==> src/common/mmu_settings.svh <==
// SV39 data MMU settings
`ifndef MMU_SETTINGS_SVH
`define MMU_SETTINGS_SVH

// ------------------------------
// address and page number widths
// ------------------------------
`define MMU_VLEN        39
`define MMU_XLEN        64
`define MMU_PPNW        44
`define MMU_PLEN        56
`define MMU_VPNW        27
`define MMU_TLB_ENTRIES 4

// flag byte of a leaf PTE, G sits at bit 5 and is not used here
`define MMU_PTE_V 0
`define MMU_PTE_R 1
`define MMU_PTE_W 2
`define MMU_PTE_X 3
`define MMU_PTE_U 4
`define MMU_PTE_A 6
`define MMU_PTE_D 7

// privilege levels
`define MMU_PRIV_U 2'd0
`define MMU_PRIV_S 2'd1

// page sizes held per TLB entry
`define MMU_PAGE_4K 2'd0
`define MMU_PAGE_2M 2'd1
`define MMU_PAGE_1G 2'd2

// exception causes
`define MMU_CAUSE_LD_ACCESS 6'd5
`define MMU_CAUSE_ST_ACCESS 6'd7
`define MMU_CAUSE_LD_PAGE   6'd13
`define MMU_CAUSE_ST_PAGE   6'd15

`endif

==> src/common/mmu_pkg.sv <==
// SV39 data MMU types
`default_nettype none
`include "mmu_settings.svh"

package mmu_pkg;

    // sv39 virtual address, read either as one word or split
    // into the three VPN levels and the page offset
    typedef struct packed {
        logic [8:0]  vpn2;
        logic [8:0]  vpn1;
        logic [8:0]  vpn0;
        logic [11:0] offset;
    } sv39_vaddr_fields_t;

    typedef union packed {
        logic [`MMU_VLEN-1:0] flat;
        sv39_vaddr_fields_t   f;
    } sv39_vaddr_u;

endpackage

`default_nettype wire

==> src/dtlb/dtlb.sv <==
// Data TLB
`default_nettype none
`include "mmu_settings.svh"

module dtlb import mmu_pkg::*; (
    input  wire logic                 clk_i,
    input  wire logic                 rst_ni,
    input  wire logic                 flush_i,
    input  wire logic                 refill_i,
    input  wire logic [`MMU_VPNW-1:0] refill_vpn_i,
    input  wire logic [`MMU_PPNW-1:0] refill_ppn_i,
    input  wire logic [7:0]           refill_flags_i,
    input  wire logic [1:0]           refill_size_i,
    input  wire sv39_vaddr_u          lu_vaddr_i,
    output logic                      lu_hit_o,
    output logic [`MMU_PPNW-1:0]      lu_ppn_o,
    output logic [7:0]                lu_flags_o,
    output logic [1:0]                lu_size_o
);

    localparam int unsigned N  = `MMU_TLB_ENTRIES;
    localparam int unsigned IW = $clog2(`MMU_TLB_ENTRIES);

    logic [N-1:0]         valid_q;
    logic [`MMU_VPNW-1:0] vpn_q   [N];
    logic [`MMU_PPNW-1:0] ppn_q   [N];
    logic [7:0]           flags_q [N];
    logic [1:0]           size_q  [N];
    logic [IW-1:0]        rr_ptr_q;

    logic [`MMU_VPNW-1:0] lu_vpn;
    logic [N-1:0]         lu_match;
    logic [N-1:0]         rf_match;
    logic                 rf_any;
    logic [IW-1:0]        rf_idx;

    // compare a VPN against a tag at the granularity of the entry's page size
    function automatic logic tag_match(input logic [`MMU_VPNW-1:0] vpn,
                                       input logic [`MMU_VPNW-1:0] tag,
                                       input logic [1:0]           size);
        logic hi_ok;
        logic mid_ok;
        logic lo_ok;
        hi_ok  = (vpn[26:18] == tag[26:18]);
        mid_ok = (size == `MMU_PAGE_1G) || (vpn[17:9] == tag[17:9]);
        lo_ok  = (size != `MMU_PAGE_4K) || (vpn[8:0] == tag[8:0]);
        return hi_ok && mid_ok && lo_ok;
    endfunction

    assign lu_vpn = {lu_vaddr_i.f.vpn2, lu_vaddr_i.f.vpn1, lu_vaddr_i.f.vpn0};

    always_comb begin
        for (int i = 0; i < N; i++) begin
            lu_match[i] = valid_q[i] && tag_match(lu_vpn, vpn_q[i], size_q[i]);
            rf_match[i] = valid_q[i] && tag_match(refill_vpn_i, vpn_q[i], size_q[i]);
        end
    end

    // ------------------------------
    // lookup
    // ------------------------------
    assign lu_hit_o = |lu_match;

    always_comb begin
        lu_ppn_o   = '0;
        lu_flags_o = '0;
        lu_size_o  = '0;
        for (int i = 0; i < N; i++) begin
            if (lu_match[i]) begin
                lu_ppn_o   = ppn_q[i];
                lu_flags_o = flags_q[i];
                lu_size_o  = size_q[i];
            end
        end
    end

    // ------------------------------
    // refill and flush
    // ------------------------------
    // an entry already covering the refill VPN is reused, lowest index first
    always_comb begin
        rf_any = 1'b0;
        rf_idx = rr_ptr_q;
        for (int i = N - 1; i >= 0; i--) begin
            if (rf_match[i]) begin
                rf_any = 1'b1;
                rf_idx = IW'(i);
            end
        end
    end

    always_ff @(posedge clk_i or negedge rst_ni) begin
        if (!rst_ni) begin
            valid_q  <= '0;
            rr_ptr_q <= '0;
        end else if (flush_i) begin
            // flush wins over a refill in the same cycle, victim restarts at 0
            valid_q  <= '0;
            rr_ptr_q <= '0;
        end else if (refill_i) begin
            valid_q[rf_idx] <= 1'b1;
            if (!rf_any) begin
                rr_ptr_q <= (rr_ptr_q == IW'(N - 1)) ? '0 : rr_ptr_q + 1'b1;
            end
        end
    end

    always_ff @(posedge clk_i) begin
        if (refill_i) begin
            vpn_q[rf_idx]   <= refill_vpn_i;
            ppn_q[rf_idx]   <= refill_ppn_i;
            flags_q[rf_idx] <= refill_flags_i;
            size_q[rf_idx]  <= refill_size_i;
        end
    end

    // replacement must never leave two entries covering the same address
    a_single_hit: assert property (@(posedge clk_i) disable iff (!rst_ni) $onehot0(lu_match))
        else $error("dtlb: more than one entry hits");

endmodule

`default_nettype wire

==> src/design/perm_check.sv <==
// Page permission check
`default_nettype none
`include "mmu_settings.svh"

module perm_check (
    input  wire logic [`MMU_XLEN-1:0] vaddr_i,
    input  wire logic                 is_store_i,
    input  wire logic [1:0]           priv_i,
    input  wire logic                 sum_i,
    input  wire logic                 hit_i,
    input  wire logic [7:0]           flags_i,
    output logic                      ex_valid_o,
    output logic [5:0]                ex_cause_o
);

    logic canonical;
    logic user_fault;
    logic sum_fault;
    logic write_fault;
    logic page_fault;

    // ------------------------------
    // canonical address
    // ------------------------------
    // bits 63 down to 38 must all carry the same value
    assign canonical = (&vaddr_i[`MMU_XLEN-1:`MMU_VLEN-1])
                    || !(|vaddr_i[`MMU_XLEN-1:`MMU_VLEN-1]);

    // ------------------------------
    // page permissions
    // ------------------------------
    // user mode may only touch user pages
    assign user_fault = (priv_i == `MMU_PRIV_U) && !flags_i[`MMU_PTE_U];

    // supervisor reaches user pages only with SUM set
    assign sum_fault = (priv_i == `MMU_PRIV_S) && flags_i[`MMU_PTE_U] && !sum_i;

    // stores need a writable page that is already dirty
    assign write_fault = is_store_i && (!flags_i[`MMU_PTE_W] || !flags_i[`MMU_PTE_D]);

    // only a hit carries meaningful flags
    assign page_fault = hit_i && (user_fault || sum_fault || write_fault);

    always_comb begin
        ex_valid_o = 1'b0;
        ex_cause_o = '0;
        if (!canonical) begin
            ex_valid_o = 1'b1;
            ex_cause_o = is_store_i ? `MMU_CAUSE_ST_ACCESS : `MMU_CAUSE_LD_ACCESS;
        end else if (page_fault) begin
            ex_valid_o = 1'b1;
            ex_cause_o = is_store_i ? `MMU_CAUSE_ST_PAGE : `MMU_CAUSE_LD_PAGE;
        end
    end

endmodule

`default_nettype wire

==> src/design/xlate_result.sv <==
// Translation result stage
`default_nettype none
`include "mmu_settings.svh"

module xlate_result import mmu_pkg::*; (
    input  wire logic                 clk_i,
    input  wire logic                 rst_ni,
    input  wire logic                 req_i,
    input  wire logic                 en_translation_i,
    input  wire logic [`MMU_XLEN-1:0] vaddr_i,
    input  wire logic                 hit_i,
    input  wire logic [`MMU_PPNW-1:0] ppn_i,
    input  wire logic [1:0]           size_i,
    input  wire logic                 chk_ex_valid_i,
    input  wire logic [5:0]           chk_cause_i,
    output logic                      hit_o,
    output logic                      valid_o,
    output logic                      miss_o,
    output logic [`MMU_PLEN-1:0]      paddr_o,
    output logic                      ex_valid_o,
    output logic [5:0]                ex_cause_o,
    output logic [`MMU_XLEN-1:0]      ex_tval_o
);

    logic                 req_q;
    logic                 en_q;
    logic [`MMU_XLEN-1:0] vaddr_q;
    logic                 hit_q;
    logic [`MMU_PPNW-1:0] ppn_q;
    logic [1:0]           size_q;
    logic                 chk_ex_q;
    logic [5:0]           cause_q;

    sv39_vaddr_u          va_q;
    logic [`MMU_PPNW-1:0] ppn_sel;

    // without translation every request counts as a hit
    assign hit_o = en_translation_i ? hit_i : 1'b1;

    always_ff @(posedge clk_i or negedge rst_ni) begin
        if (!rst_ni) begin
            req_q <= 1'b0;
        end else begin
            req_q <= req_i;
        end
    end

    always_ff @(posedge clk_i) begin
        if (req_i) begin
            en_q     <= en_translation_i;
            vaddr_q  <= vaddr_i;
            hit_q    <= hit_i;
            ppn_q    <= ppn_i;
            size_q   <= size_i;
            chk_ex_q <= chk_ex_valid_i;
            cause_q  <= chk_cause_i;
        end
    end

    // ------------------------------
    // result formatting
    // ------------------------------
    assign va_q = vaddr_q[`MMU_VLEN-1:0];

    // superpages take the low VPN levels from the virtual address
    always_comb begin
        ppn_sel = ppn_q;
        if (size_q == `MMU_PAGE_2M) begin
            ppn_sel[8:0] = va_q.f.vpn0;
        end else if (size_q == `MMU_PAGE_1G) begin
            ppn_sel[17:0] = {va_q.f.vpn1, va_q.f.vpn0};
        end
    end

    always_comb begin
        if (!en_q) begin
            paddr_o = vaddr_q[`MMU_PLEN-1:0];
        end else if (hit_q && !chk_ex_q) begin
            paddr_o = {ppn_sel, va_q.f.offset};
        end else begin
            paddr_o = '0;
        end
    end

    assign valid_o    = req_q;
    assign ex_valid_o = req_q && en_q && chk_ex_q;
    assign miss_o     = req_q && en_q && !hit_q && !chk_ex_q;
    assign ex_cause_o = ex_valid_o ? cause_q : '0;
    assign ex_tval_o  = ex_valid_o ? vaddr_q : '0;

    // a raised exception always carries one of the four data-side causes
    a_known_cause: assert property (@(posedge clk_i) disable iff (!rst_ni)
        ex_valid_o |-> (ex_cause_o inside {`MMU_CAUSE_LD_ACCESS, `MMU_CAUSE_ST_ACCESS,
                                           `MMU_CAUSE_LD_PAGE, `MMU_CAUSE_ST_PAGE}))
        else $error("xlate_result: exception with an unknown cause");

endmodule

`default_nettype wire

==> src/design/mmu_data_top.sv <==
// SV39 data MMU top
`default_nettype none
`include "mmu_settings.svh"

module mmu_data_top import mmu_pkg::*; (
    input  wire logic                 clk_i,
    input  wire logic                 rst_ni,
    // load/store request
    input  wire logic                 req_i,
    input  wire logic [`MMU_XLEN-1:0] vaddr_i,
    input  wire logic                 is_store_i,
    input  wire logic [1:0]           priv_i,
    input  wire logic                 sum_i,
    input  wire logic                 en_translation_i,
    // TLB maintenance
    input  wire logic                 refill_i,
    input  wire logic [`MMU_VPNW-1:0] refill_vpn_i,
    input  wire logic [`MMU_PPNW-1:0] refill_ppn_i,
    input  wire logic [7:0]           refill_flags_i,
    input  wire logic [1:0]           refill_size_i,
    input  wire logic                 flush_i,
    // results
    output logic                      hit_o,
    output logic                      valid_o,
    output logic                      miss_o,
    output logic [`MMU_PLEN-1:0]      paddr_o,
    output logic                      ex_valid_o,
    output logic [5:0]                ex_cause_o,
    output logic [`MMU_XLEN-1:0]      ex_tval_o
);

    sv39_vaddr_u          lu_vaddr;
    logic                 lu_hit;
    logic [`MMU_PPNW-1:0] lu_ppn;
    logic [7:0]           lu_flags;
    logic [1:0]           lu_size;
    logic                 chk_ex_valid;
    logic [5:0]           chk_cause;

    assign lu_vaddr = vaddr_i[`MMU_VLEN-1:0];

    dtlb u_dtlb (
        .clk_i          (clk_i),
        .rst_ni         (rst_ni),
        .flush_i        (flush_i),
        .refill_i       (refill_i),
        .refill_vpn_i   (refill_vpn_i),
        .refill_ppn_i   (refill_ppn_i),
        .refill_flags_i (refill_flags_i),
        .refill_size_i  (refill_size_i),
        .lu_vaddr_i     (lu_vaddr),
        .lu_hit_o       (lu_hit),
        .lu_ppn_o       (lu_ppn),
        .lu_flags_o     (lu_flags),
        .lu_size_o      (lu_size)
    );

    perm_check u_perm_check (
        .vaddr_i    (vaddr_i),
        .is_store_i (is_store_i),
        .priv_i     (priv_i),
        .sum_i      (sum_i),
        .hit_i      (lu_hit),
        .flags_i    (lu_flags),
        .ex_valid_o (chk_ex_valid),
        .ex_cause_o (chk_cause)
    );

    xlate_result u_xlate_result (
        .clk_i            (clk_i),
        .rst_ni           (rst_ni),
        .req_i            (req_i),
        .en_translation_i (en_translation_i),
        .vaddr_i          (vaddr_i),
        .hit_i            (lu_hit),
        .ppn_i            (lu_ppn),
        .size_i           (lu_size),
        .chk_ex_valid_i   (chk_ex_valid),
        .chk_cause_i      (chk_cause),
        .hit_o            (hit_o),
        .valid_o          (valid_o),
        .miss_o           (miss_o),
        .paddr_o          (paddr_o),
        .ex_valid_o       (ex_valid_o),
        .ex_cause_o       (ex_cause_o),
        .ex_tval_o        (ex_tval_o)
    );

endmodule

`default_nettype wire

==> config.mk <==
export PLATFORM = sky130hd
export DESIGN_NAME = mmu_data_top
export DESIGN_NICKNAME = d
export VERILOG_FILES = /design/src/common/mmu_pkg.sv /design/src/dtlb/dtlb.sv /design/src/design/perm_check.sv /design/src/design/xlate_result.sv /design/src/design/mmu_data_top.sv
export VERILOG_INCLUDE_DIRS = /design/src /design/src/common
export SDC_FILE = /design/constraint.sdc
export NUM_CORES = 1
export LEC_CHECK = 0
export BUFFER_PORTS_ARGS = -buffer_cell sky130_fd_sc_hd__buf_2
export CORE_ASPECT_RATIO = 1.2
export CORE_MARGIN = 2
export CORE_UTILIZATION = 45
export DETAILED_ROUTE_END_ITERATION = 8
export HOLD_SLACK_MARGIN = 0.05
export MAX_ROUTING_LAYER = met4
export PLACE_DENSITY = 0.68
export SYNTH_ARGS = -nofsm -noshare
export SYNTH_HDL_FRONTEND = slang
export SYNTH_SLANG_ARGS = --single-unit
==> constraint.sdc <==
create_clock -name clk_i -period 7.7 [get_ports clk_i]
set_input_delay 0.385 -clock clk_i [delete_from_list [all_inputs] [get_ports clk_i]]
set_output_delay 0.385 -clock clk_i [all_outputs]
set_load 0.02 [all_outputs]
==> results of run 1 <==
## stage by stage
stage,area [sq um],power [mW]
after floorplan,18300,2.98
after global placement,20300,3.18
after detailed placement,20300,3.18
after CTS,22600,5.42
after global routing,22600,5.54
final,22700,5.38
## power by group through the flow
stage | sequential, mW | clock (mW) | combinational [mW]
global route | 2.72 | 2.32 | 0.495
detailed placement | 2.76 | 0 | 0.426
finish | 2.71 | 2.20 | 0.463
global placement | 2.76 | 0 | 0.420
CTS | 2.71 | 2.24 | 0.465
floorplan | 2.75 | 0 | 0.229
## cell usage after synthesis (6+ instances only)
library cell	instances
buf_2	13
nor3_1	13
o21ai_0	10
nand2_1	61
a22oi_1	46
nand4_1	33
mux2i_1	47
nor4_1	24
inv_1	12
buf_1	6
xor2_1	85
nand3_1	8
xnor2_1	132
nor2b_1	14
o21ai_1	37
clkbuf_1	43
dfrtp_1	7
and2_1	67
nor2_1	105
edfxtp_1	419
a21oi_1	49
## critical path, stage by stage, from the launching register on
cell and delay (ps):
edfxtp_1 430, xor2_1 190, nor4_1 380, a41oi_1 180
o41ai_1 490, nand4_1 370, a21oi_1 560, nor3b_4 1020
buf_12 440
## final cells by class
cell class	count	area, sq um	share of cell area (%)
sequential	426	12800	56.3
multi-input combinational	781	5280	23.3
timing repair buffer	378	2390	10.6
clock buffer	48	1110	4.92
tap	533	667	2.94
clock inverter	32	374	1.65
inverter	13	48.8	0.215
antenna	9	22.5	0.0994
## cell families (layout without fill, tap and decap cells)
| kind of cell | count (synthesis) | in the layout | synth area share [%] |
|---|---|---|---|
| DFF | 426 | 426 | 69.6 |
| and+or+nand+nor | 341 | 341 | 9.39 |
| xor gates and xnor gates | 217 | 217 | 10.4 |
| AOI/OAI and AO/OA | 173 | 173 | 6.02 |
| buffers and inverters | 81 | 471 | 1.91 |
| muxes | 47 | 47 | 2.57 |
| adders and majority gates | 1 | 1 | 0.0683 |
| other | 1 | 11 | 0.0205 |
## routing by layer
| metal | up-vias | wire length, um | global-route usage, % |
|---|---|---|---|
| li1 | 5453 | - | - |
| met1 | 5884 | 20000 | 29.6 |
| met2 | 401 | 23700 | 37.1 |
| met3 | 88 | 2780 | 3.33 |
| met4 | 0 | 1350 | 7.21 |
| met5 | - | 0 | - |
## worst max-delay path by stage
stage                                            start  slack (ps)                        endpoint  cells past startpoint
after floorplan                       refill_vpn_i[15]        2080  u_dtlb.flags_q[0][2]$_DFFE_PP_                      9
after global placement                 refill_vpn_i[8]        3190   u_dtlb.ppn_q[3][30]$_DFFE_PP_                      9
after detailed placement               refill_vpn_i[8]        3110   u_dtlb.ppn_q[3][30]$_DFFE_PP_                      9
after CTS                 u_dtlb.vpn_q[1][0]$_DFFE_PP_        3210   u_dtlb.ppn_q[3][10]$_DFFE_PP_                      8
after global routing      u_dtlb.vpn_q[3][0]$_DFFE_PP_        2890   u_dtlb.ppn_q[3][32]$_DFFE_PP_                      9
final                     u_dtlb.vpn_q[1][0]$_DFFE_PP_        3230   u_dtlb.ppn_q[3][31]$_DFFE_PP_                      8
## state kept, by name, summed over array words and instances (netlist names)
name / count
u_dtlb.flags_q: 12
u_dtlb.ppn_q: 176
u_dtlb.rr_ptr_q: 2
u_dtlb.size_q: 8
u_dtlb.valid_q: 4
u_dtlb.vpn_q: 108
u_xlate_result.cause_q: 3
u_xlate_result.en_q: 1
u_xlate_result.hit_q: 1
u_xlate_result.ppn_q: 44
u_xlate_result.size_q: 2
u_xlate_result.vaddr_q: 64
u_xlate_result.valid_o: 1
## what timing repair did
item,in CTS,in global routing
endpoints found under the hold margin,243,0
gates resized for setup,0,0
hold buffers,88,0
==> flow_metrics.tcl, run 1 <==
set metrics [dict create \
    status "finished, final reports clean" \
    nFillCells 3168 \
    synth_top_area_share_pct 68.7 \
    count_of_nets_after_finishing 1799 \
    timing.critical_path.arrival_ps 4690 \
    synthToLayoutAreaGrowth_pct 23.7 \
    chipWidth_um 188 \
    die-area_sq_mm 0.0423 \
    final.period_utilization_pct 58.1 \
    worst_hold_startpoint "vaddr_i[55]" \
    clock_power_share_pct 40.9 \
    min_delay_path_depth 1 \
    synth_area_sq_mm 0.0183 \
    drtAntennaViolNets 0 \
    drt_pre_antenna_iters 5 \
    timing.final.max_slew_violations 0 \
    rr_worst_depth 8 \
    place.gp.congestion 0.889 \
    cts_setup_buffers 0 \
    p_int_mw 4.13 \
    worst_slack_ps 3230 \
    clock_latency_ps 570 \
    placedCellCount 2043 \
    synth_enable_flop_cells 419 \
    routed_wire_length_per_instance_um 21.6 \
    postSynth.topFlopCell "edfxtp_1" \
    grt_antenna_before_repair 6 \
    synth-seq-cells 426 \
    holdCritPathClass "input port to flip-flop" \
    netSwitchingPower_mw 1.25 \
    place.detailed.hpwl_um 30900 \
    timing.rr.start "u_dtlb.vpn_q[1][0]$_DFFE_PP_" \
    ctsRootBufferMaster "clkbuf_16" \
    largest_net_degree_at_the_start_of_global_routing 97 \
    worst_hold_slack_ps 90.7 \
    mostFrequentLayoutCells "419 x edfxtp_1, 276 x buf_2, 132 x xnor2_1, 103 x nor2_1, 88 x dlygate4sd3_1" \
    cellLeakagePower_nw 8.37 \
    path_clk_slew_ps 60 \
    maxCapViolCount 0 \
    clk_path_buf_depth 3 \
    clock_sinks 426 \
    power_frac_comb_pct 8.6 \
    synth_area_per_cell_sq_um 14.2 \
    ys_warn_count 0 \
    die_h_um 225 \
    hold_end "u_xlate_result.vaddr_q[55]$_DFFE_PP_" \
    rsz_0062_raised_after_global_routing "false" \
    max_clk_rate_mhz 224 \
    vias 11800 \
    power_density_mw_per_mm2 237 \
    min_period_ps 4470 \
    globalRouteOverflowTotal 0 \
    cts_inserted_buffers 43 \
    post_route_cells_drive_above_1_share_pct 22.3 \
    criticalPathCategory "flip-flop to flip-flop" \
    terminus_of_the_critical_flop_to_flop_path "u_dtlb.ppn_q[3][31]$_DFFE_PP_" \
    power_frac_seq_pct 50.4 \
    synth-async-reset-ratio_pct 1.64 \
    wl_um 47800 \
    yosys.cell_types.count 51 \
    critPathCaptureType "flip-flop" \
    grt_first_pass_wirelength_um 70700 \
    final.setup.tns_ps 0 \
    first_global_vias 11700 \
    place_worst_setup_slack_ps 3110 \
    layout.core_utilization_pct 56.7 \
    worst-path-max-fanout 59 \
    ctsHtreeMaxLevel 2 \
    finalClockSkew_ps 23.1 \
    maxSlewHeadroom_pct 23.3 \
    ir_drop_uv 174 \
    globalRouteTotalUtil_pct 22.8 \
    worst_setup_path_start_kind "flip-flop" \
    synthTopCellsByArea "edfxtp_1 69%, xnor2_1 6.3%, xor2_1 4.1%, mux2i_1 2.6%, and2_1 2.3%" \
    final_hold_violating_endpoints 0 \
    ys_seq_area_share_pct 69.6 \
    layout.cells.most_common "edfxtp_1" \
    post-synth-top-area-cell "edfxtp_1" \
    ios 285 \
    drc 0 \
    power.switching_fraction_pct 23.2 \
    port_buffers 277 \
    worstMarginPinSlew_ps 1150 \
    tritoncts "yes" \
    timing.final.setup_violations 0 \
    starting_density_of_the_core_pct 45.9 \
    drt-initial-drc-count 956 \
    r2r_slack_ps 3230 \
    core_area_sq_mm 0.0399 \
    required_ps 7920 \
    route.detailed.vias_per_inst 5.33 \
    std_cell_rows 80 \
    syn-instance-count 1287 \
    final_cell_count_no_fill 2220 \
]
(Power assumes the default switching activity.)
==> inputs of run 2 (changes only) <==
- ABC_AREA: unset -> 1
- PLACE_DENSITY: 0.68 -> 0.65
- clock period: 7.7 -> 4.4 ns (I/O delays scaled with it)
==> flow_metrics.tcl, run 2 <==
set metrics [dict create \
    synthTopCellsByArea "edfxtp_1 65%, nand2_1 4.8%, nor2_1 4.4%, inv_1 3.2%, a21oi_1 3.0%" \
    post-synth-top-count-cell "edfxtp_1" \
    globalRouteOverflowTotal 0 \
    rr_worst_depth 12 \
    place.detailed.hpwl_um 36200 \
    final_hold_violating_endpoints 0 \
    finalClockSkew_ps 23.6 \
    ios 285 \
    syn-instance-count 1716 \
    timing.rr.start "u_dtlb.vpn_q[2][4]$_DFFE_PP_" \
    postSynth.topFlopCell "edfxtp_1" \
    maxCapViolCount 0 \
    synth-async-reset-ratio_pct 1.64 \
    synth_area_sq_mm 0.0192 \
    chipWidth_um 193 \
    globalRouteTotalUtil_pct 24.7 \
    drtAntennaViolNets 0 \
    std_cell_rows 82 \
    reg_top3 "u_dtlb.ppn_q x176, u_dtlb.vpn_q x108, u_xlate_result.vaddr_q x64" \
    place.gp.congestion 0.900 \
    timing.final.setup_violations 0 \
    count_of_nets_after_finishing 2283 \
    max_clk_rate_mhz 271 \
    clock_latency_ps 560 \
    die-area_sq_mm 0.0444 \
    starting_density_of_the_core_pct 45.8 \
    yosys.cell_types.count 47 \
    registers.top_by_ff_count "u_dtlb.ppn_q" \
    core_area_sq_mm 0.0420 \
    post-synth-top-area-cell "edfxtp_1" \
    largest_register_ff_count 176 \
    layout.cells.most_common "edfxtp_1" \
    wl_um 54100 \
    grt_first_pass_wirelength_um 80200 \
    r2r_slack_ps 1240 \
    required_ps 4180 \
    routed_wire_length_per_instance_um 20.0 \
    terminus_of_the_critical_flop_to_flop_path "u_dtlb.vpn_q[1][18]$_DFFE_PP_" \
    synth_enable_flop_cells 419 \
    synth_area_per_cell_sq_um 11.2 \
    ir_drop_uv 346 \
    worst_setup_path_start_kind "flip-flop" \
    vias 14300 \
    maxSlewHeadroom_pct 16.1 \
    drt_pre_antenna_iters 7 \
    post_route_cells_drive_above_1_share_pct 18.1 \
    ys_warn_count 0 \
    worst-path-max-fanout 28 \
    ys_seq_area_share_pct 66.4 \
    startpoint_of_the_most_critical_setup_path "u_xlate_result.hit_q$_DFFE_PP_" \
    grt_antenna_before_repair 2 \
    status "finished, final reports clean" \
    holdCritPathClass "input port to asynchronous set/reset pin" \
    min_period_ps 3690 \
    port_buffers 277 \
    drc 0 \
    drt-initial-drc-count 1127 \
    mostFrequentLayoutCells "419 x edfxtp_1, 276 x buf_2, 244 x nand2_1, 223 x nor2_1, 160 x inv_1" \
    rsz_0062_raised_after_global_routing "false" \
    first_global_vias 14100 \
    ctsHtreeMaxLevel 2 \
    clock_sinks 426 \
    power_density_mw_per_mm2 392 \
    cts_setup_buffers 0 \
    timing.final.max_slew_violations 0 \
    criticalPathCategory "flip-flop to primary output" \
    tritoncts "yes" \
    worstMarginPinSlew_ps 1260 \
    final.period_utilization_pct 83.8 \
    final.setup.tns_ps 0 \
    largest_net_degree_at_the_start_of_global_routing 67 \
    netlist_top_cells_count "419 x edfxtp_1, 244 x nand2_1, 223 x nor2_1" \
    worst_hold_slack_ps 89.8 \
    clk_path_buf_depth 3 \
    route.detailed.vias_per_inst 5.27 \
    ctsRootBufferMaster "clkbuf_16" \
    die_h_um 230 \
    timing.critical_path.arrival_ps 3470 \
    synth-seq-cells 426 \
    cellLeakagePower_nw 9.66 \
    path_clk_slew_ps 60 \
    cts_inserted_buffers 43 \
    synthToLayoutAreaGrowth_pct 24.1 \
    critPathCaptureType "primary output" \
    synth_top_area_share_pct 65.5 \
]
==> run 2: how the worst max path moves through the flow <==
stage / endpoint / slack (ps) / cells after the start
after global placement: u_dtlb.vpn_q[1][19]$_DFFE_PP_ / 1200 / 12
after detailed placement: u_dtlb.vpn_q[1][19]$_DFFE_PP_ / 1210 / 12
after floorplan: u_dtlb.flags_q[1][2]$_DFFE_PP_ / 1060 / 12
after global routing: paddr_o[24] / 600 / 5
final: paddr_o[29] / 710 / 5
after CTS: paddr_o[24] / 850 / 5
==> run 2: metal layers <==
metal,wire [um],global-route usage [%],vias to the layer above
li1,-,-,6768
met1,22200,31.2,6782
met2,26400,41.1,632
met3,4030,3.33,89
met4,1520,8.16,0
met5,0,-,-
==> run 2: through the flow <==
step                std cells  utilization, %  worst slack (ps)  total power, mW  area, sq um
floorplan                1717               -              1060             5.43        19200
global placement         2485            50.3              1200             5.84        21100
detailed placement       2485            50.3              1210             5.86        21100
CTS                      2704            56.8               853             9.41        23800
global route             2706            56.8               598             9.69        23900
finish                   2706            56.8               714             9.35        23900
==> run 2: layout make-up <==
class	instances	area, sq um
Antenna cell	2	5.00
Clock buffer	57	1140
Clock inverter	19	181
Fill cell	3473	18100
Inverter	180	681
Multi-Input combinational cell	1037	5380
Sequential cell	426	12800
Tap cell	546	683
Timing Repair Buffer	439	3030
==> run 2: repair_timing <==
item	in CTS	in global routing
hold buffers	143	0
resized for setup	0	0
endpoints found under the hold margin	379	0
endpoints found under the setup margin	0	0
==> run 2: critical path, cell delays in order (launching register included) <==
cell      delay [ps]
edfxtp_1         940
nand2_1          120
nand2_1          360
inv_1            520
a211oi_1         680
buf_2            280
==> run 2: power by group <==
group | internal (mW) | total [mW] | switching, mW
clock network | 1.95 | 3.46 | 1.52
registers | 4.76 | 4.86 | 0.103
logic | 0.352 | 1.02 | 0.669
total | 7.06 | 9.35 | 2.29
==> run 2: cells by family after synthesis <==
| kind of cell | Yosys count | synth area share (%) |
|---|---|---|
| AND/OR/NAND/NOR | 694 | 16.0 |
| flip-flops | 426 | 66.4 |
| adder cells (fa/ha/maj) | 1 | 0.0651 |
| buffers and inverters | 254 | 5.68 |
| other | 1 | 0.0195 |
| XOR/XNOR | 121 | 5.51 |
| AO/OA/AOI/OAI | 219 | 6.30 |
==> inputs of run 3 (changes only) <==
- clock period: 4.4 -> 3.6 ns (I/O delays scaled with it)
==> flow_metrics.tcl, run 3 (synthesized netlist as in run 2, its figures left out) <==
set metrics [dict create \
    status "finished, final reports clean" \
    criticalPathCategory "flip-flop to primary output" \
    timing.final.max_slew_violations 0 \
    registers.top_by_ff_count "u_dtlb.ppn_q" \
    first_global_vias 14100 \
    place_worst_setup_slack_ps 717 \
    std_cell_rows 82 \
    final.period_utilization_pct 93.5 \
    timing.final.setup_violations 0 \
    grt_first_pass_wirelength_um 81600 \
    max_clk_rate_mhz 297 \
    maxCapViolCount 0 \
    starting_density_of_the_core_pct 45.8 \
    globalRouteTotalUtil_pct 25.1 \
    worst-path-max-fanout 28 \
    power_mw 11.8 \
    reg_top3 "u_dtlb.ppn_q x176, u_dtlb.vpn_q x108, u_xlate_result.vaddr_q x64" \
    finalClockSkew_ps 9.20 \
    ctsRootBufferMaster "clkbuf_16" \
    required_ps 3420 \
    clock_latency_ps 560 \
    route.detailed.vias_per_inst 5.27 \
    die_h_um 230 \
    worstMarginPinSlew_ps 1250 \
    place.detailed.hpwl_um 36600 \
    worst_setup_path_start_kind "flip-flop" \
    final.setup.tns_ps 0 \
    layout.cells.most_common "edfxtp_1" \
    clk_path_buf_depth 3 \
    wl_um 54500 \
    tritoncts "yes" \
    synthToLayoutAreaGrowth_pct 25.4 \
    grt_antenna_before_repair 5 \
    core_area_sq_mm 0.0420 \
    drtAntennaViolNets 0 \
    drt_pre_antenna_iters 5 \
    drc 0 \
    chipWidth_um 193 \
    worst_slack_ps 233 \
    maxSlewHeadroom_pct 16.6 \
    largest_net_degree_at_the_start_of_global_routing 61 \
    cts_inserted_buffers 44 \
    r2r_slack_ps 740 \
    min_period_ps 3370 \
    routed_wire_length_per_instance_um 20.1 \
    mostFrequentLayoutCells "419 x edfxtp_1, 276 x buf_2, 244 x nand2_1, 223 x nor2_1, 160 x inv_1" \
    timing.critical_path.arrival_ps 3190 \
    cellLeakagePower_nw 9.76 \
    drt-initial-drc-count 1000 \
    placedCellCount 2489 \
    power_density_mw_per_mm2 490 \
    place.gp.congestion 0.974 \
    ctsHtreeMaxLevel 2 \
    post_route_cells_drive_above_1_share_pct 18.6 \
    clock_sinks 426 \
    count_of_nets_after_finishing 2291 \
    path_clk_slew_ps 60 \
    cts_setup_buffers 0 \
    port_buffers 277 \
    globalRouteOverflowTotal 0 \
    final_hold_violating_endpoints 0 \
    final_cell_count_no_fill 2715 \
    largest_register_ff_count 176 \
    ir_drop_uv 404 \
    nFillCells 3502 \
    critPathCaptureType "primary output" \
    vias 14300 \
    rsz_0062_raised_after_global_routing "false" \
    holdCritPathClass "input port to flip-flop" \
    die-area_sq_mm 0.0444 \
    ios 285 \
]
==> run 3: cell types whose count changed in the layout (fill, tap and decap cells not counted), sizes merged, moves of 4 or more <==
cell / change
buf: +4
clkinv: -4
clkbuf: -5
bufinv: +4
==> run 3: what timing repair did <==
item,in CTS,in global routing
hold buffers,146,0
gates resized for setup,0,1
setup endpoints to repair,0,1
hold endpoints to repair,383,0
==> run 3: final timing paths <==
| check | startpoint | endpoint | cells past startpoint |
|---|---|---|---|
| worst max-delay path | u_xlate_result.cause_q[2]$_SDFFCE_PP1P_ | paddr_o[25] | 6 |
| worst min-delay path | refill_i | u_dtlb.valid_q[0]$_DFFE_PN0P_ | 5 |
| worst max register to register | u_dtlb.vpn_q[2][4]$_DFFE_PP_ | u_dtlb.vpn_q[3][17]$_DFFE_PP_ | 11 |
| worst min register to register | u_dtlb.ppn_q[3][21]$_DFFE_PP_ | u_xlate_result.ppn_q[21]$_DFFE_PP_ | 2 |
| max in group asynchronous | rst_ni | u_dtlb.valid_q[1]$_DFFE_PN0P_ | 3 |
| min in group asynchronous | rst_ni | u_xlate_result.valid_o$_DFF_PN0_ | 3 |
==> run 3: critical path: stages (launching register included) <==
cell,delay [ps]
edfxtp_1,410
inv_2,340
nand2_1,200
nand2_1,350
inv_1,500
a211oi_1,570
buf_2,250
==> run 3: layer usage <==
| metal | GRT usage (%) | vias up | routed length (um) |
|---|---|---|---|
| li1 | - | 6785 | - |
| met1 | 31.2 | 6751 | 22100 |
| met4 | 8.66 | 0 | 1910 |
| met2 | 41.8 | 676 | 26500 |
| met5 | - | - | 0 |
| met3 | 3.71 | 101 | 3970 |
==> run 3: area by class of cell <==
type | instances | area, sq um | share of cell area [%]
Sequential cell | 426 | 12800 | 53.0
Multi-Input combinational cell | 1037 | 5380 | 22.3
Timing Repair Buffer | 446 | 3140 | 13.0
Clock buffer | 52 | 1130 | 4.70
Tap cell | 546 | 683 | 2.84
Inverter | 180 | 681 | 2.83
Clock inverter | 23 | 307 | 1.27
Antenna cell | 5 | 12.5 | 0.0519
==> run 3: power breakdown <==
part / internal, mW / leakage [nW] / total (mW) / switching [mW]
Clock: 2.69 / 0.680 / 4.58 / 1.89
Sequential: 5.82 / 4.04 / 5.94 / 0.127
Combinational: 0.443 / 5.04 / 1.27 / 0.827
Total: 8.95 / 9.76 / 11.8 / 2.85
==> run 3: per-stage QoR <==
step / util [%] / hold WS [ps] / instance area, sq um
4_1_cts: 57.4 / 69.9 / 24100
6_report: 57.4 / 88.0 / 24100
3_5_place_dp: 50.5 / 48.2 / 21200
5_1_grt: 57.4 / 114 / 24100
2_1_floorplan: - / -116 / 19200
3_3_place_gp: 50.5 / 45.0 / 21200
